`config.mk`:
```
export PLATFORM = sky130hd
export DESIGN_NAME = rv_core
export DESIGN_NICKNAME = d
export VERILOG_FILES = /design/src/rv_bus_pkg.sv /design/src/rv_isa_pkg.sv /design/src/rv_core.sv /design/src/rv_execute.sv /design/src/rv_fetch.sv /design/src/rv_lsu.sv /design/src/rv_mem_arbiter.sv /design/src/rv_regfile.sv
export VERILOG_INCLUDE_DIRS = /design/src
export SDC_FILE = /design/constraint.sdc
export NUM_CORES = 2
export LEC_CHECK = 0
export BUFFER_PORTS_ARGS = -buffer_cell sky130_fd_sc_hd__buf_2
export CAP_MARGIN = 10
export CORE_ASPECT_RATIO = 1.4
export CORE_MARGIN = 3
export CORE_UTILIZATION = 55
export CTS_BUF_LIST = sky130_fd_sc_hd__clkbuf_4 sky130_fd_sc_hd__clkbuf_8
export CTS_CLUSTER_DIAMETER = 50
export CTS_CLUSTER_SIZE = 8
export DETAILED_ROUTE_END_ITERATION = 10
export PLACE_DENSITY = 0.69
export SLEW_MARGIN = 0
export SYNTH_ARGS = -nofsm -noshare
export SYNTH_HDL_FRONTEND = slang
export SYNTH_SLANG_ARGS = --single-unit
```
`constraint.sdc`:
```
create_clock -name clk -period 9.8 [get_ports clk]
set_input_delay 0 -clock clk [delete_from_list [all_inputs] [get_ports clk]]
set_output_delay 0 -clock clk [all_outputs]
set_load 0.02 [all_outputs]
```
`src/rv_consts.svh`:
```
//############################################################################
// rv core constants
// word width, register count, reset pc and bus latency limits shared by
// the packages, the RTL and the testbench
//############################################################################
`ifndef RV_CONSTS_SVH
`define RV_CONSTS_SVH

`define RV_XLEN 32
`define RV_NUM_REGS 32
`define RV_RESET_PC 32'h0000_0000
`define RV_PC_STEP 4

// response latency range of the external bus, in cycles
`define RV_MIN_LAT 1
`define RV_MAX_LAT 4

`endif

```
`src/rv_bus_pkg.sv`:
```
//############################################################################
// rv bus types
// word request and response records of the valid/ready memory bus and
// the requester identity kept by the arbiter
//############################################################################
`default_nettype none
`include "rv_consts.svh"

package rv_bus_pkg;

  typedef struct packed {
    logic [`RV_XLEN-1:0] addr;
    logic [`RV_XLEN-1:0] wdata;
    logic                write;
  } mem_req_t;

  typedef struct packed {
    logic [`RV_XLEN-1:0] rdata;
  } mem_rsp_t;

  typedef enum logic [1:0] {own_none, own_fetch, own_lsu} owner_e;

endpackage

`default_nettype wire

```
`src/rv_isa_pkg.sv`:
```
//############################################################################
// rv isa types
// word and register index vectors, opcode and alu encodings and the
// decoded instruction record used by the execute stage
//############################################################################
`default_nettype none
`include "rv_consts.svh"

package rv_isa_pkg;

  typedef logic [`RV_XLEN-1:0] word_t;
  typedef logic [4:0] reg_idx_t;

  // major opcodes of the kept instruction set
  typedef enum logic [6:0] {
    op_lui    = 7'b0110111,
    op_imm    = 7'b0010011,
    op_reg    = 7'b0110011,
    op_branch = 7'b1100011,
    op_load   = 7'b0000011,
    op_store  = 7'b0100011,
    op_system = 7'b1110011
  } opcode_e;

  typedef enum logic [3:0] {
    alu_add, alu_sub, alu_sll, alu_slt, alu_sltu,
    alu_xor, alu_srl, alu_sra, alu_or, alu_and
  } alu_op_e;

  typedef enum logic [2:0] {
    kind_alu, kind_lui, kind_branch, kind_load, kind_store, kind_halt
  } insn_kind_e;

  typedef struct packed {
    reg_idx_t   rs1;
    reg_idx_t   rs2;
    reg_idx_t   rd;
    word_t      imm;
    alu_op_e    alu_op;
    logic       use_imm;
    insn_kind_e kind;
  } decoded_t;

endpackage

`default_nettype wire

```
`src/rv_core.sv`:
```
//############################################################################
// rv core top
// fetch, execute, register file and lsu sharing one word bus through
// the arbiter
//############################################################################
`timescale 1ns/10ps
`default_nettype none

module rv_core (
  input  wire                   clk,
  input  wire                   rst,
  output logic                  bus_req_valid,
  output rv_bus_pkg::mem_req_t  bus_req,
  input  wire                   bus_req_ready,
  input  wire                   bus_rsp_valid,
  input  rv_bus_pkg::mem_rsp_t  bus_rsp,
  output logic                  halt
);

  rv_bus_pkg::mem_req_t fetch_req, lsu_req, mem_req;
  rv_isa_pkg::word_t    insn, pc, redirect_pc, rs1_data, rs2_data, rf_data, mem_rdata;
  rv_isa_pkg::reg_idx_t rs1, rs2, rf_rd;
  logic fetch_req_valid, fetch_req_ready, fetch_rsp_valid;
  logic lsu_req_valid, lsu_req_ready, lsu_rsp_valid;
  logic insn_valid, insn_ready, redirect_valid, rf_we;
  logic mem_valid, mem_ready, mem_done;

  rv_fetch u_fetch (
    .clk, .rst,
    .req_valid(fetch_req_valid), .req(fetch_req), .req_ready(fetch_req_ready),
    .rsp_valid(fetch_rsp_valid), .rsp(bus_rsp),
    .insn_valid, .insn, .pc, .insn_ready,
    .redirect_valid, .redirect_pc, .halt
  );

  rv_lsu u_lsu (
    .clk, .rst,
    .op_valid(mem_valid), .op(mem_req), .op_ready(mem_ready),
    .done(mem_done), .rdata(mem_rdata),
    .req_valid(lsu_req_valid), .req(lsu_req), .req_ready(lsu_req_ready),
    .rsp_valid(lsu_rsp_valid), .rsp(bus_rsp)
  );

  rv_mem_arbiter u_arb (
    .clk, .rst,
    .f_req_valid(fetch_req_valid), .f_req(fetch_req), .f_req_ready(fetch_req_ready),
    .f_rsp_valid(fetch_rsp_valid),
    .l_req_valid(lsu_req_valid), .l_req(lsu_req), .l_req_ready(lsu_req_ready),
    .l_rsp_valid(lsu_rsp_valid),
    .bus_req_valid, .bus_req, .bus_req_ready, .bus_rsp_valid
  );

  rv_execute u_exec (
    .clk, .rst,
    .insn_valid, .insn, .pc, .insn_ready, .redirect_valid, .redirect_pc,
    .rs1, .rs2, .rs1_data, .rs2_data, .rf_we, .rf_rd, .rf_data,
    .mem_valid, .mem_req, .mem_ready, .mem_done, .mem_rdata, .halt
  );

  rv_regfile u_rf (
    .clk, .rst,
    .rs1, .rs2, .rs1_data, .rs2_data,
    .we(rf_we), .rd(rf_rd), .rd_data(rf_data)
  );

endmodule

`default_nettype wire

```
`src/rv_execute.sv`:
```
//############################################################################
// rv execute
// decodes one instruction, runs the alu and branch compare, sequences
// loads and stores through the lsu and stops the core on ecall or an
// unsupported opcode
//############################################################################
`timescale 1ns/10ps
`default_nettype none
`include "rv_consts.svh"

module rv_execute (
  input  wire                   clk,
  input  wire                   rst,
  input  wire                   insn_valid,
  input  rv_isa_pkg::word_t     insn,
  input  rv_isa_pkg::word_t     pc,
  output logic                  insn_ready,
  output logic                  redirect_valid,
  output rv_isa_pkg::word_t     redirect_pc,
  output rv_isa_pkg::reg_idx_t  rs1,
  output rv_isa_pkg::reg_idx_t  rs2,
  input  rv_isa_pkg::word_t     rs1_data,
  input  rv_isa_pkg::word_t     rs2_data,
  output logic                  rf_we,
  output rv_isa_pkg::reg_idx_t  rf_rd,
  output rv_isa_pkg::word_t     rf_data,
  output logic                  mem_valid,
  output rv_bus_pkg::mem_req_t  mem_req,
  input  wire                   mem_ready,
  input  wire                   mem_done,
  input  rv_isa_pkg::word_t     mem_rdata,
  output logic                  halt
);

  typedef enum logic [1:0] {ex_run, ex_mem_wait, ex_halted} ex_state_e;

  ex_state_e            state;
  rv_isa_pkg::decoded_t dec;
  rv_isa_pkg::word_t    imm_i, imm_s, imm_b, imm_u;
  rv_isa_pkg::word_t    op_b, alu_res, seq_pc, mem_addr, ret_pc;
  rv_isa_pkg::reg_idx_t ld_rd;
  rv_bus_pkg::mem_req_t mem_req_q;
  logic [2:0] funct3;
  logic accept, is_mem, writes_rd, taken, mem_valid_q, is_load_q, in_wait;

  function automatic rv_isa_pkg::alu_op_e alu_sel(input logic [2:0] f3, input logic alt);
    case (f3)
      3'b000:  return alt ? rv_isa_pkg::alu_sub : rv_isa_pkg::alu_add;
      3'b001:  return rv_isa_pkg::alu_sll;
      3'b010:  return rv_isa_pkg::alu_slt;
      3'b011:  return rv_isa_pkg::alu_sltu;
      3'b100:  return rv_isa_pkg::alu_xor;
      3'b101:  return alt ? rv_isa_pkg::alu_sra : rv_isa_pkg::alu_srl;
      3'b110:  return rv_isa_pkg::alu_or;
      default: return rv_isa_pkg::alu_and;
    endcase
  endfunction

  assign funct3 = insn[14:12];
  assign imm_i  = {{20{insn[31]}}, insn[31:20]};
  assign imm_s  = {{20{insn[31]}}, insn[31:25], insn[11:7]};
  assign imm_b  = {{19{insn[31]}}, insn[31], insn[7], insn[30:25], insn[11:8], 1'b0};
  assign imm_u  = {insn[31:12], 12'd0};

  always_comb begin
    dec         = '0;
    dec.rs1     = insn[19:15];
    dec.rs2     = insn[24:20];
    dec.rd      = insn[11:7];
    dec.imm     = imm_i;
    dec.alu_op  = rv_isa_pkg::alu_add;
    dec.use_imm = 1'b1;
    // anything not matched below stops the core
    dec.kind    = rv_isa_pkg::kind_halt;
    case (rv_isa_pkg::opcode_e'(insn[6:0]))
      rv_isa_pkg::op_lui: begin
        dec.kind = rv_isa_pkg::kind_lui;
        dec.imm  = imm_u;
      end
      rv_isa_pkg::op_imm: begin
        dec.kind   = rv_isa_pkg::kind_alu;
        dec.alu_op = alu_sel(funct3, insn[30] && funct3 == 3'b101);
      end
      rv_isa_pkg::op_reg: begin
        // funct7 bit 0 marks the dropped M extension
        dec.kind    = insn[25] ? rv_isa_pkg::kind_halt : rv_isa_pkg::kind_alu;
        dec.alu_op  = alu_sel(funct3, insn[30]);
        dec.use_imm = 1'b0;
      end
      rv_isa_pkg::op_branch: begin
        dec.kind = funct3[2:1] == 2'b01 ? rv_isa_pkg::kind_halt : rv_isa_pkg::kind_branch;
        dec.imm  = imm_b;
      end
      rv_isa_pkg::op_load: begin
        dec.kind = funct3 == 3'b010 ? rv_isa_pkg::kind_load : rv_isa_pkg::kind_halt;
      end
      rv_isa_pkg::op_store: begin
        dec.kind = funct3 == 3'b010 ? rv_isa_pkg::kind_store : rv_isa_pkg::kind_halt;
        dec.imm  = imm_s;
      end
      default: begin
        dec.kind = rv_isa_pkg::kind_halt;
      end
    endcase
  end

  assign op_b = dec.use_imm ? dec.imm : rs2_data;

  always_comb begin
    case (dec.alu_op)
      rv_isa_pkg::alu_sub:  alu_res = rs1_data - op_b;
      rv_isa_pkg::alu_sll:  alu_res = rs1_data << op_b[4:0];
      rv_isa_pkg::alu_slt:  alu_res = {31'd0, $signed(rs1_data) < $signed(op_b)};
      rv_isa_pkg::alu_sltu: alu_res = {31'd0, rs1_data < op_b};
      rv_isa_pkg::alu_xor:  alu_res = rs1_data ^ op_b;
      rv_isa_pkg::alu_srl:  alu_res = rs1_data >> op_b[4:0];
      rv_isa_pkg::alu_sra:  alu_res = $signed(rs1_data) >>> op_b[4:0];
      rv_isa_pkg::alu_or:   alu_res = rs1_data | op_b;
      rv_isa_pkg::alu_and:  alu_res = rs1_data & op_b;
      default:              alu_res = rs1_data + op_b;
    endcase
  end

  always_comb begin
    case (funct3)
      3'b000:  taken = rs1_data == rs2_data;
      3'b001:  taken = rs1_data != rs2_data;
      3'b100:  taken = $signed(rs1_data) < $signed(rs2_data);
      3'b101:  taken = $signed(rs1_data) >= $signed(rs2_data);
      3'b110:  taken = rs1_data < rs2_data;
      default: taken = rs1_data >= rs2_data;
    endcase
  end

  assign seq_pc    = pc + `RV_PC_STEP;
  assign mem_addr  = (rs1_data + dec.imm) & ~32'd3;
  assign is_mem    = dec.kind == rv_isa_pkg::kind_load || dec.kind == rv_isa_pkg::kind_store;
  assign writes_rd = dec.kind == rv_isa_pkg::kind_alu || dec.kind == rv_isa_pkg::kind_lui;
  assign in_wait   = state == ex_mem_wait;

  assign insn_ready = state == ex_run;
  assign accept     = insn_valid && insn_ready;
  assign rs1        = dec.rs1;
  assign rs2        = dec.rs2;
  assign halt       = state == ex_halted;
  assign mem_valid  = mem_valid_q;
  assign mem_req    = mem_req_q;

  // alu, lui and branch retire on accept, memory ops on done
  assign redirect_valid = (accept && (writes_rd || dec.kind == rv_isa_pkg::kind_branch))
                          || (in_wait && mem_done);
  assign redirect_pc = in_wait ? ret_pc
                     : (dec.kind == rv_isa_pkg::kind_branch && taken) ? pc + dec.imm
                     : seq_pc;

  assign rf_we   = (accept && writes_rd) || (in_wait && mem_done && is_load_q);
  assign rf_rd   = in_wait ? ld_rd : dec.rd;
  assign rf_data = in_wait ? mem_rdata
                 : (dec.kind == rv_isa_pkg::kind_lui) ? dec.imm : alu_res;

  always_ff @(posedge clk) begin
    if (rst) begin
      state       <= ex_run;
      mem_valid_q <= 1'b0;
    end else begin
      if (mem_valid_q && mem_ready) begin
        mem_valid_q <= 1'b0;
      end
      case (state)
        ex_run: begin
          if (accept && is_mem) begin
            state       <= ex_mem_wait;
            mem_valid_q <= 1'b1;
          end else if (accept && dec.kind == rv_isa_pkg::kind_halt) begin
            state <= ex_halted;
          end
        end
        ex_mem_wait: begin
          if (mem_done) begin
            state <= ex_run;
          end
        end
        default: state <= ex_halted;
      endcase
    end
  end

  // context of the pending memory op
  always_ff @(posedge clk) begin
    if (accept && is_mem) begin
      mem_req_q <= '{addr: mem_addr, wdata: rs2_data,
                     write: dec.kind == rv_isa_pkg::kind_store};
      ld_rd     <= dec.rd;
      is_load_q <= dec.kind == rv_isa_pkg::kind_load;
      ret_pc    <= seq_pc;
    end
  end

endmodule

`default_nettype wire

```
`src/rv_fetch.sv`:
```
//############################################################################
// rv instruction fetch
// holds the fetch pc and a one-deep instruction buffer, prefetches the
// next sequential word and drops stale responses after a redirect
//############################################################################
`timescale 1ns/10ps
`default_nettype none
`include "rv_consts.svh"

module rv_fetch (
  input  wire                   clk,
  input  wire                   rst,
  output logic                  req_valid,
  output rv_bus_pkg::mem_req_t  req,
  input  wire                   req_ready,
  input  wire                   rsp_valid,
  input  rv_bus_pkg::mem_rsp_t  rsp,
  output logic                  insn_valid,
  output rv_isa_pkg::word_t     insn,
  output rv_isa_pkg::word_t     pc,
  input  wire                   insn_ready,
  input  wire                   redirect_valid,
  input  rv_isa_pkg::word_t     redirect_pc,
  input  wire                   halt
);

  // fetch_pc is the address requested and, once buffered, the insn pc
  rv_isa_pkg::word_t fetch_pc;
  rv_isa_pkg::word_t seq_pc;
  rv_isa_pkg::word_t buf_insn;
  logic req_pending;
  logic in_flight;
  logic stale;
  logic buf_valid;
  logic take;
  logic fire;
  logic jump;

  assign seq_pc     = fetch_pc + `RV_PC_STEP;
  assign req_valid  = req_pending && !halt;
  assign req        = '{addr: fetch_pc, wdata: '0, write: 1'b0};
  assign insn_valid = buf_valid;
  assign insn       = buf_insn;
  assign pc         = fetch_pc;
  assign take       = insn_valid && insn_ready;
  assign fire       = req_valid && req_ready;
  // a redirect to the address already being fetched is no jump
  assign jump = redirect_valid && (redirect_pc != (take ? seq_pc : fetch_pc));

  always_ff @(posedge clk) begin
    if (rst) begin
      fetch_pc    <= `RV_RESET_PC;
      req_pending <= 1'b1;
      in_flight   <= 1'b0;
      stale       <= 1'b0;
      buf_valid   <= 1'b0;
    end else begin
      if (fire) begin
        req_pending <= 1'b0;
        in_flight   <= 1'b1;
      end
      if (rsp_valid) begin
        in_flight <= 1'b0;
        stale     <= 1'b0;
        buf_valid <= !stale;
      end
      if (take) begin
        buf_valid   <= 1'b0;
        fetch_pc    <= seq_pc;
        req_pending <= 1'b1;
      end
      if (jump) begin
        buf_valid   <= 1'b0;
        fetch_pc    <= redirect_pc;
        req_pending <= 1'b1;
        // whatever is still on its way belongs to the old path
        stale       <= (in_flight && !rsp_valid) || fire;
      end
    end
  end

  always_ff @(posedge clk) begin
    if (rsp_valid && !stale) begin
      buf_insn <= rsp.rdata;
    end
  end

endmodule

`default_nettype wire

```
`src/rv_lsu.sv`:
```
//############################################################################
// rv load/store unit
// takes one word access from execute, holds it on the bus until it is
// accepted and pulses done together with the response data
//############################################################################
`timescale 1ns/10ps
`default_nettype none

module rv_lsu (
  input  wire                   clk,
  input  wire                   rst,
  input  wire                   op_valid,
  input  rv_bus_pkg::mem_req_t  op,
  output logic                  op_ready,
  output logic                  done,
  output rv_isa_pkg::word_t     rdata,
  output logic                  req_valid,
  output rv_bus_pkg::mem_req_t  req,
  input  wire                   req_ready,
  input  wire                   rsp_valid,
  input  rv_bus_pkg::mem_rsp_t  rsp
);

  typedef enum logic {lsu_idle, lsu_wait} lsu_state_e;

  lsu_state_e           state;
  rv_bus_pkg::mem_req_t op_q;
  logic                 sent;

  assign op_ready  = state == lsu_idle;
  assign req_valid = state == lsu_wait && !sent;
  assign req       = op_q;
  assign done      = state == lsu_wait && sent && rsp_valid;
  assign rdata     = rsp.rdata;

  always_ff @(posedge clk) begin
    if (rst) begin
      state <= lsu_idle;
      sent  <= 1'b0;
    end else begin
      case (state)
        lsu_idle: begin
          if (op_valid) begin
            state <= lsu_wait;
            sent  <= 1'b0;
          end
        end
        default: begin
          if (req_valid && req_ready) begin
            sent <= 1'b1;
          end
          if (done) begin
            state <= lsu_idle;
          end
        end
      endcase
    end
  end

  always_ff @(posedge clk) begin
    if (op_valid && op_ready) begin
      op_q <= op;
    end
  end

endmodule

`default_nettype wire

```
`src/rv_mem_arbiter.sv`:
```
//############################################################################
// rv memory arbiter
// merges fetch and lsu requests onto the single bus, lsu first, with one
// request outstanding, and steers each response back to its owner
//############################################################################
`timescale 1ns/10ps
`default_nettype none

module rv_mem_arbiter (
  input  wire                   clk,
  input  wire                   rst,
  input  wire                   f_req_valid,
  input  rv_bus_pkg::mem_req_t  f_req,
  output logic                  f_req_ready,
  output logic                  f_rsp_valid,
  input  wire                   l_req_valid,
  input  rv_bus_pkg::mem_req_t  l_req,
  output logic                  l_req_ready,
  output logic                  l_rsp_valid,
  output logic                  bus_req_valid,
  output rv_bus_pkg::mem_req_t  bus_req,
  input  wire                   bus_req_ready,
  input  wire                   bus_rsp_valid
);

  rv_bus_pkg::owner_e owner;
  // requester already shown on the bus but not yet accepted
  rv_bus_pkg::owner_e pend;
  logic idle;
  logic grant_lsu;

  assign idle      = owner == rv_bus_pkg::own_none;
  assign grant_lsu = (pend == rv_bus_pkg::own_none) ? l_req_valid
                                                    : (pend == rv_bus_pkg::own_lsu);

  assign bus_req_valid = idle && (grant_lsu ? l_req_valid : f_req_valid);
  assign bus_req       = grant_lsu ? l_req : f_req;
  assign l_req_ready   = idle && grant_lsu && bus_req_ready;
  assign f_req_ready   = idle && !grant_lsu && bus_req_ready;

  assign f_rsp_valid = bus_rsp_valid && owner == rv_bus_pkg::own_fetch;
  assign l_rsp_valid = bus_rsp_valid && owner == rv_bus_pkg::own_lsu;

  always_ff @(posedge clk) begin
    if (rst) begin
      owner <= rv_bus_pkg::own_none;
      pend  <= rv_bus_pkg::own_none;
    end else begin
      if (bus_req_valid && bus_req_ready) begin
        owner <= grant_lsu ? rv_bus_pkg::own_lsu : rv_bus_pkg::own_fetch;
      end else if (bus_rsp_valid) begin
        owner <= rv_bus_pkg::own_none;
      end
      // keep the grant stable while the bus stalls
      if (bus_req_valid && !bus_req_ready) begin
        pend <= grant_lsu ? rv_bus_pkg::own_lsu : rv_bus_pkg::own_fetch;
      end else begin
        pend <= rv_bus_pkg::own_none;
      end
    end
  end

endmodule

`default_nettype wire

```
`src/rv_regfile.sv`:
```
//############################################################################
// rv register file
// 32 x 32 bit, two combinational read ports, one write port, x0 reads zero
//############################################################################
`timescale 1ns/10ps
`default_nettype none
`include "rv_consts.svh"

module rv_regfile (
  input  wire                  clk,
  input  wire                  rst,
  input  rv_isa_pkg::reg_idx_t rs1,
  input  rv_isa_pkg::reg_idx_t rs2,
  output rv_isa_pkg::word_t    rs1_data,
  output rv_isa_pkg::word_t    rs2_data,
  input  wire                  we,
  input  rv_isa_pkg::reg_idx_t rd,
  input  rv_isa_pkg::word_t    rd_data
);

  rv_isa_pkg::word_t regs [`RV_NUM_REGS];

  assign rs1_data = regs[rs1];
  assign rs2_data = regs[rs2];

  always_ff @(posedge clk) begin
    if (rst) begin
      for (int i = 0; i < `RV_NUM_REGS; i++) begin
        regs[i] <= '0;
      end
    end else if (we && rd != 5'd0) begin
      regs[rd] <= rd_data;
    end
  end

endmodule

`default_nettype wire

```
# Yosys cells after proc, flatten, opt, wreduce, memory -nomap -nowiden
# Memory sizes are Yosys's and may differ from the RTL's. A register that Yosys moved wholly into a read port is not among the register bits.
# Cells that the tools add are included.
# word_totals
ff_bits,241
ram_bits,1024
input_bits,36
output_inout_bits,67
word_cells,189
n_memories,1
# op_classes
addsub,5
order_cmp,6
n_eq_ne,38
shift,3
n_mux,54
bitwise_logic,5
n_reduce_logical,56
# mem_list
memory,words,width,read_ports,rd_ports_with_merged_regs,write_ports,line_no,text
u_rf.regs,32,32,2,2,32,rv_regfile.sv:21,rv_isa_pkg::word_t regs [`RV_NUM_REGS];
# op_table
cell,n
$pmux 32 s9,1
$mux 32,8
$lt 32x32->1,4
$add 32x32->32,3
$pmux 31 s3,1
$mux 65,1
$ge 32x32->1,2
$ne 32x32->1,2
$pmux 4 s7,2
$add 32x3->32 const B,1
$and 32x32->32,1
$eq 32x32->1,1
$or 32x32->32,1
$reduce_or 32->1,1
$shl 32x5->32,1
$shr 32x5->32,1
$sshr 32x5->32,1
$sub 32x32->32,1
$xor 32x32->32,1
$logic_and 1x1->1,29
$mux 1,24
$eq 7x6->1 const B,3
$mux 5,4
$pmux 3 s6,1
30 further kinds,72

# Depth between registers and ports, before layout
# logic_depth
ltp_word,13
mapped_depth,31
ltp_nobuf,23

# Hierarchy
# From an unflattened synthesis, not the netlist that was laid out.
# unflattened
cells_unflattened,7810
hier_area_um2,81808.5
# modules_own_cells
module,instances,cells_each,area_per_inst_um2
rv_regfile,1,4605,55906.1
rv_execute,1,2556,18286.3
rv_fetch,1,443,4311.6
rv_lsu,1,108,2287.2
rv_mem_arbiter,1,98,1017.2

# Worst setup path before layout
# No wires, ideal clock.
# synth_path
path_kind,reg2reg
startpoint,register (tool-made name)
endpoint,"register u_fetch.fetch_pc[17], in the netlist u_fetch.pc[17]"
setup_ps,65
arrival_time_ps,7206
t_required_ps,9735
path_slack_ps,2529
stages_incl_launch_ff,28
n_path_buf,8
synth_period_minus_slack_ps,7271
cell_sequence,dfxtp_1 -> buf_2 -> buf_6 -> buf_2 -> buf_2 -> buf_1 -> buf_1 -> mux4_2 -> mux4_2 -> mux2i_1 -> ha_1 -> a21oi_1 -> o21a_1 -> nor2_1 -> o31a_1 -> or4_1 -> a21o_1 -> a31oi_1 -> nor3_1 -> or2_0 -> a222oi_1 -> nand4_1 -> a2111oi_1 -> a41o_1 -> buf_4 -> buf_4 -> mux2_2 -> nor2_1
# synth_rtl
item,line_no,text
to (signal assigned),rv_fetch.sv:52,fetch_pc <= `RV_RESET_PC;
to (signal assigned),rv_fetch.sv:69,fetch_pc <= seq_pc;
to (signal assigned),rv_fetch.sv:74,fetch_pc <= redirect_pc;
to (decl),rv_fetch.sv:28,rv_isa_pkg::word_t fetch_pc;

==> summary.txt <==
Global route
  – Total gr overflow: 0
  – Initial antenna violation count: 15
  – Largest net degree at the start of global routing: 71
  – GRT Total Usage: 40.1%
  – Vias in the first global route: 57,300
  – First-pass GRT wire length: 405,000 um

Pwr
  – Switching share of power: 32.5%
  – P_int: 9.21 mW
  – Flop pwr share: 46.1%
  – VDD IR max: 0.0938 mV
  – Psw: 4.43 mW
  – Combinational power share: 24.7%
  – Clock share of power: 29.2%
  – Total power: 13.6 mW
  – Static Leak: 30.1 nW
  – Pwr/cell area: 165 nW/um2

CTS
  – Post-CTS Setup Repair Bufs: 0
  – Root Buffer: clkbuf_8
  – Maximum clock path buffer count: 3
  – Sink Count: 1,275
  – Clock latency on the worst-skew pair: 0.97 ns
  – CTS Hold Bufs: 68
  – TritonCTS clock tree: done
  – CTS buffer count: 182
  – H-tree Lvls: 4
  – CTS resizes: 0
  – Reg clk slew, reported paths: 0.07 ns

Hold path
  – Worst hold endpoint: u_fetch.insn[22]
  – Hold path depth: 2
  – Worst hold path type: input pin to flop
  – Min-Delay Startpoint: bus_rsp[22]

Floorplan
  – Die area: 143,000 um2
  – Core area: 138,000 um2
  – Starting Density: 55.4%
  – Die width: 321 um
  – Die Height: 447 um
  – Row count: 161
  – I/O pin total: 103

Worst setup path
  – Critical Path RT: 10.68 ns
  – Signal arrival time at the worst endpoint: 9.61 ns
  – Critical Path End Type: flop
  – Worst-path fanout max: 33
  – Reg2reg end: u_fetch.pc[3]
  – CP Launch Type: flop
  – Reg2reg setup slack: 1.08 ns
  – Setup CP Type: flop to flop
  – Reg2reg path depth: 24

Placed design
  – # placed instances: 7,775
  – Port bufs: 102
  – Hpwl dp: 192,000 um
  – Place WS: 1.38 ns
  – Routability cong.: 1.05

Yosys
  – Most frequent cells after synthesis: edfxtp_1 (1,220), nor2_1 (1,143), mux4_2 (636)
  – Largest area contributor in the netlist: edfxtp_1
  – Share of the synthesized area in the top cell type: 48.0%
  – Number of flops mapped to enable cells by yosys: 1,220
  – Mapped Cells: 6,168
  – Top FF cell, synth: edfxtp_1
  – Synth warn: 0
  – Top cells by area, synth: edfxtp_1 (48%), mux4_2 (19%), nor2_1 (5.6%)
  – Library cells used by synthesis: 102
  – Most frequent cell after synthesis: edfxtp_1
  – Post-synthesis register bit count: 1,275
  – Post-Syn Area: 76,300 um2
  – Avg Cell Area, Syn: 12.4 um2
  – Ys async rst share: 0%
  – Post-synthesis sequential area ratio: 49.5%

Timing
  – # setup viols final: 0
  – Final Max Slew Viols: 0
  – Setup TNS: 0 ns
  – Final min period: 8.72 ns
  – Final WS setup: 1.08 ns
  – Worst slew margin: 10.3%
  – RSZ-0062 raised after global routing: no
  – Actual slew at the worst max-slew pin: 1.33 ns
  – Final hold vios: 0
  – Fmax: 115 MHz
  – Clk_skew: 0.0509 ns
  – Tcrit/Tclk final: 89.0%

Layout
  – Layout cell share with drive strength beyond 1: 22.9%
  – Finished Layout Cells: 8,086
  – Syn-to-layout area delta: 8.59%
  – Final-stage net count: 6,464
  – Filler instances: 10,900

Flow run
  – Max-cap viol count: 0

Drt
  – Post-route ant nets: 0
  – Total number of vias: 57,400
  – DRT iter0 DRCs: 7,713
  – Post-DR wirelength/cell: 35.6 um
  – DRT Wirelength: 288,000 um
  – DR DRC count: 0
  – Via density: 7.10
  – DRT Pass-1 Iters: 8

Status
  – Status: complete, no violations
[layer usage]
| layer | up-vias | routed length, um | track usage, % |
|---|---|---|---|
| met5 | - | 94 | 0.171 |
| met4 | 12 | 27200 | 31.0 |
| met3 | 1274 | 31300 | 8.50 |
| met2 | 4269 | 136000 | 65.1 |
| met1 | 28500 | 92900 | 46.7 |
| li1 | 23400 | - | - |
[cell usage in the layout, fill, tap and decap left out, types with 23 or more instances in the layout]
master and instances:
and2_1 61, buf_2 101, o21ai_0 185, mux2_2 83, nand3_1 67, edfxtp_1 1220, nand2_2 62, a21o_1 39
nand2b_1 32, nand2_1 317, a221oi_1 23, nor2_1 1139, buf_4 197, a21oi_1 237, conb_1 32, dlygate4sd3_1 68
a31oi_1 29, xnor2_1 130, nor3_1 213, mux2i_1 147, o21ai_1 26, inv_1 146, buf_12 23, dfxtp_1 45
clkbuf_8 189, o21a_1 29, nand4_1 25, o211ai_1 41, a211oi_1 50, clkbuf_4 24, xor2_1 62, and3_1 25
ha_1 191, mux4_2 636
[power groups by stage]
stage / logic (mW) / clock network [mW] / registers (mW)
2_1_floorplan: 2.19 / 0 / 6.30
3_3_place_gp: 3.23 / 0 / 6.38
3_5_place_dp: 3.25 / 0 / 6.39
4_1_cts: 3.28 / 4.01 / 6.28
5_1_grt: 3.51 / 4.22 / 6.29
6_report: 3.38 / 3.98 / 6.28
[worst max-delay path, cell delays in order (launching register included)]
cell	delay (ns)
dfxtp_4	0.84
buf_12	0.30
buf_4	0.26
mux4_2	0.51
mux4_2	0.47
mux2i_1	0.66
inv_1	0.25
ha_1	0.36
nand2_1	0.07
nor3_1	0.55
nand4_1	0.54
xnor2_1	0.31
nor2_1	0.06
o2bb2ai_1	0.34
a31oi_1	0.17
nor2_2	0.12
buf_4	0.27
mux2_2	0.39
xnor2_1	0.15
nand4_1	0.13
a2111oi_1	0.68
a41o_2	0.47
buf_12	0.25
mux2_2	0.36
nor2_1	0.08
[final cells by class]
type | instances | area (um2) | share of cell area [%]
Sequential cell | 1275 | 37800 | 45.6
Multi-Input combinational cell | 4231 | 36000 | 43.5
Timing Repair Buffer | 389 | 3130 | 3.77
Clock buffer | 213 | 2780 | 3.36
Tap cell | 1793 | 2240 | 2.71
Inverter | 155 | 584 | 0.706
Clock inverter | 20 | 269 | 0.325
Antenna cell | 10 | 25.0 | 0.0302
[cell families after synthesis]
group	count (synthesis)	synth area share [%]
AOI/OAI and AO/OA	873	7.42
adders and majority gates	194	3.21
and+or+nand+nor	2066	11.6
buffers and inverters	693	3.91
DFF	1275	49.5
other	1	0.00492
muxes	872	22.1
xor gates and xnor gates	194	2.26
[worst max-delay path by stage]
stage | end | cells past startpoint | from | slack [ns]
2_1_floorplan | u_fetch.pc[17] | 27 | flop | 2.53
3_3_place_gp | u_fetch.pc[3] | 24 | flop | 1.45
3_5_place_dp | u_fetch.pc[11] | 22 | flop | 1.38
4_1_cts | u_fetch.pc[11] | 24 | flop | 1.38
5_1_grt | u_fetch.pc[3] | 22 | flop | 0.84
6_report | u_fetch.pc[3] | 24 | flop | 1.08
[per-stage QoR]
step	util, %	area (um2)	hold WS, ns
3_5_place_dp	57.5	79100	0.204
2_1_floorplan	-	76400	0.0767
4_1_cts	60.2	82800	0.000870
6_report	60.2	82800	0.0797
3_3_place_gp	57.5	79100	0.197
5_1_grt	60.2	82800	0.0344
[state kept, by name, summed over array words and instances, names as in the netlist, named ones only]
| signal | cells |
|---|---|
| u_fetch.pc | 32 |
| u_arb.owner | 2 |
| u_exec.mem_valid | 1 |
| u_exec.state | 2 |
| u_fetch.stale | 1 |
| u_lsu.req | 63 |
| u_fetch.insn | 32 |
| u_exec.ld_rd | 5 |
| u_fetch.insn_valid | 1 |
| u_lsu.state | 1 |
| u_lsu.sent | 1 |
| u_exec.mem_req | 63 |
| u_arb.pend | 2 |
| u_exec.is_load_q | 1 |
| u_fetch.req_pending | 1 |
| u_rf.regs | 1024 |
| u_fetch.in_flight | 1 |
| u_exec.ret_pc | 32 |
(Power assumes the default switching activity.)
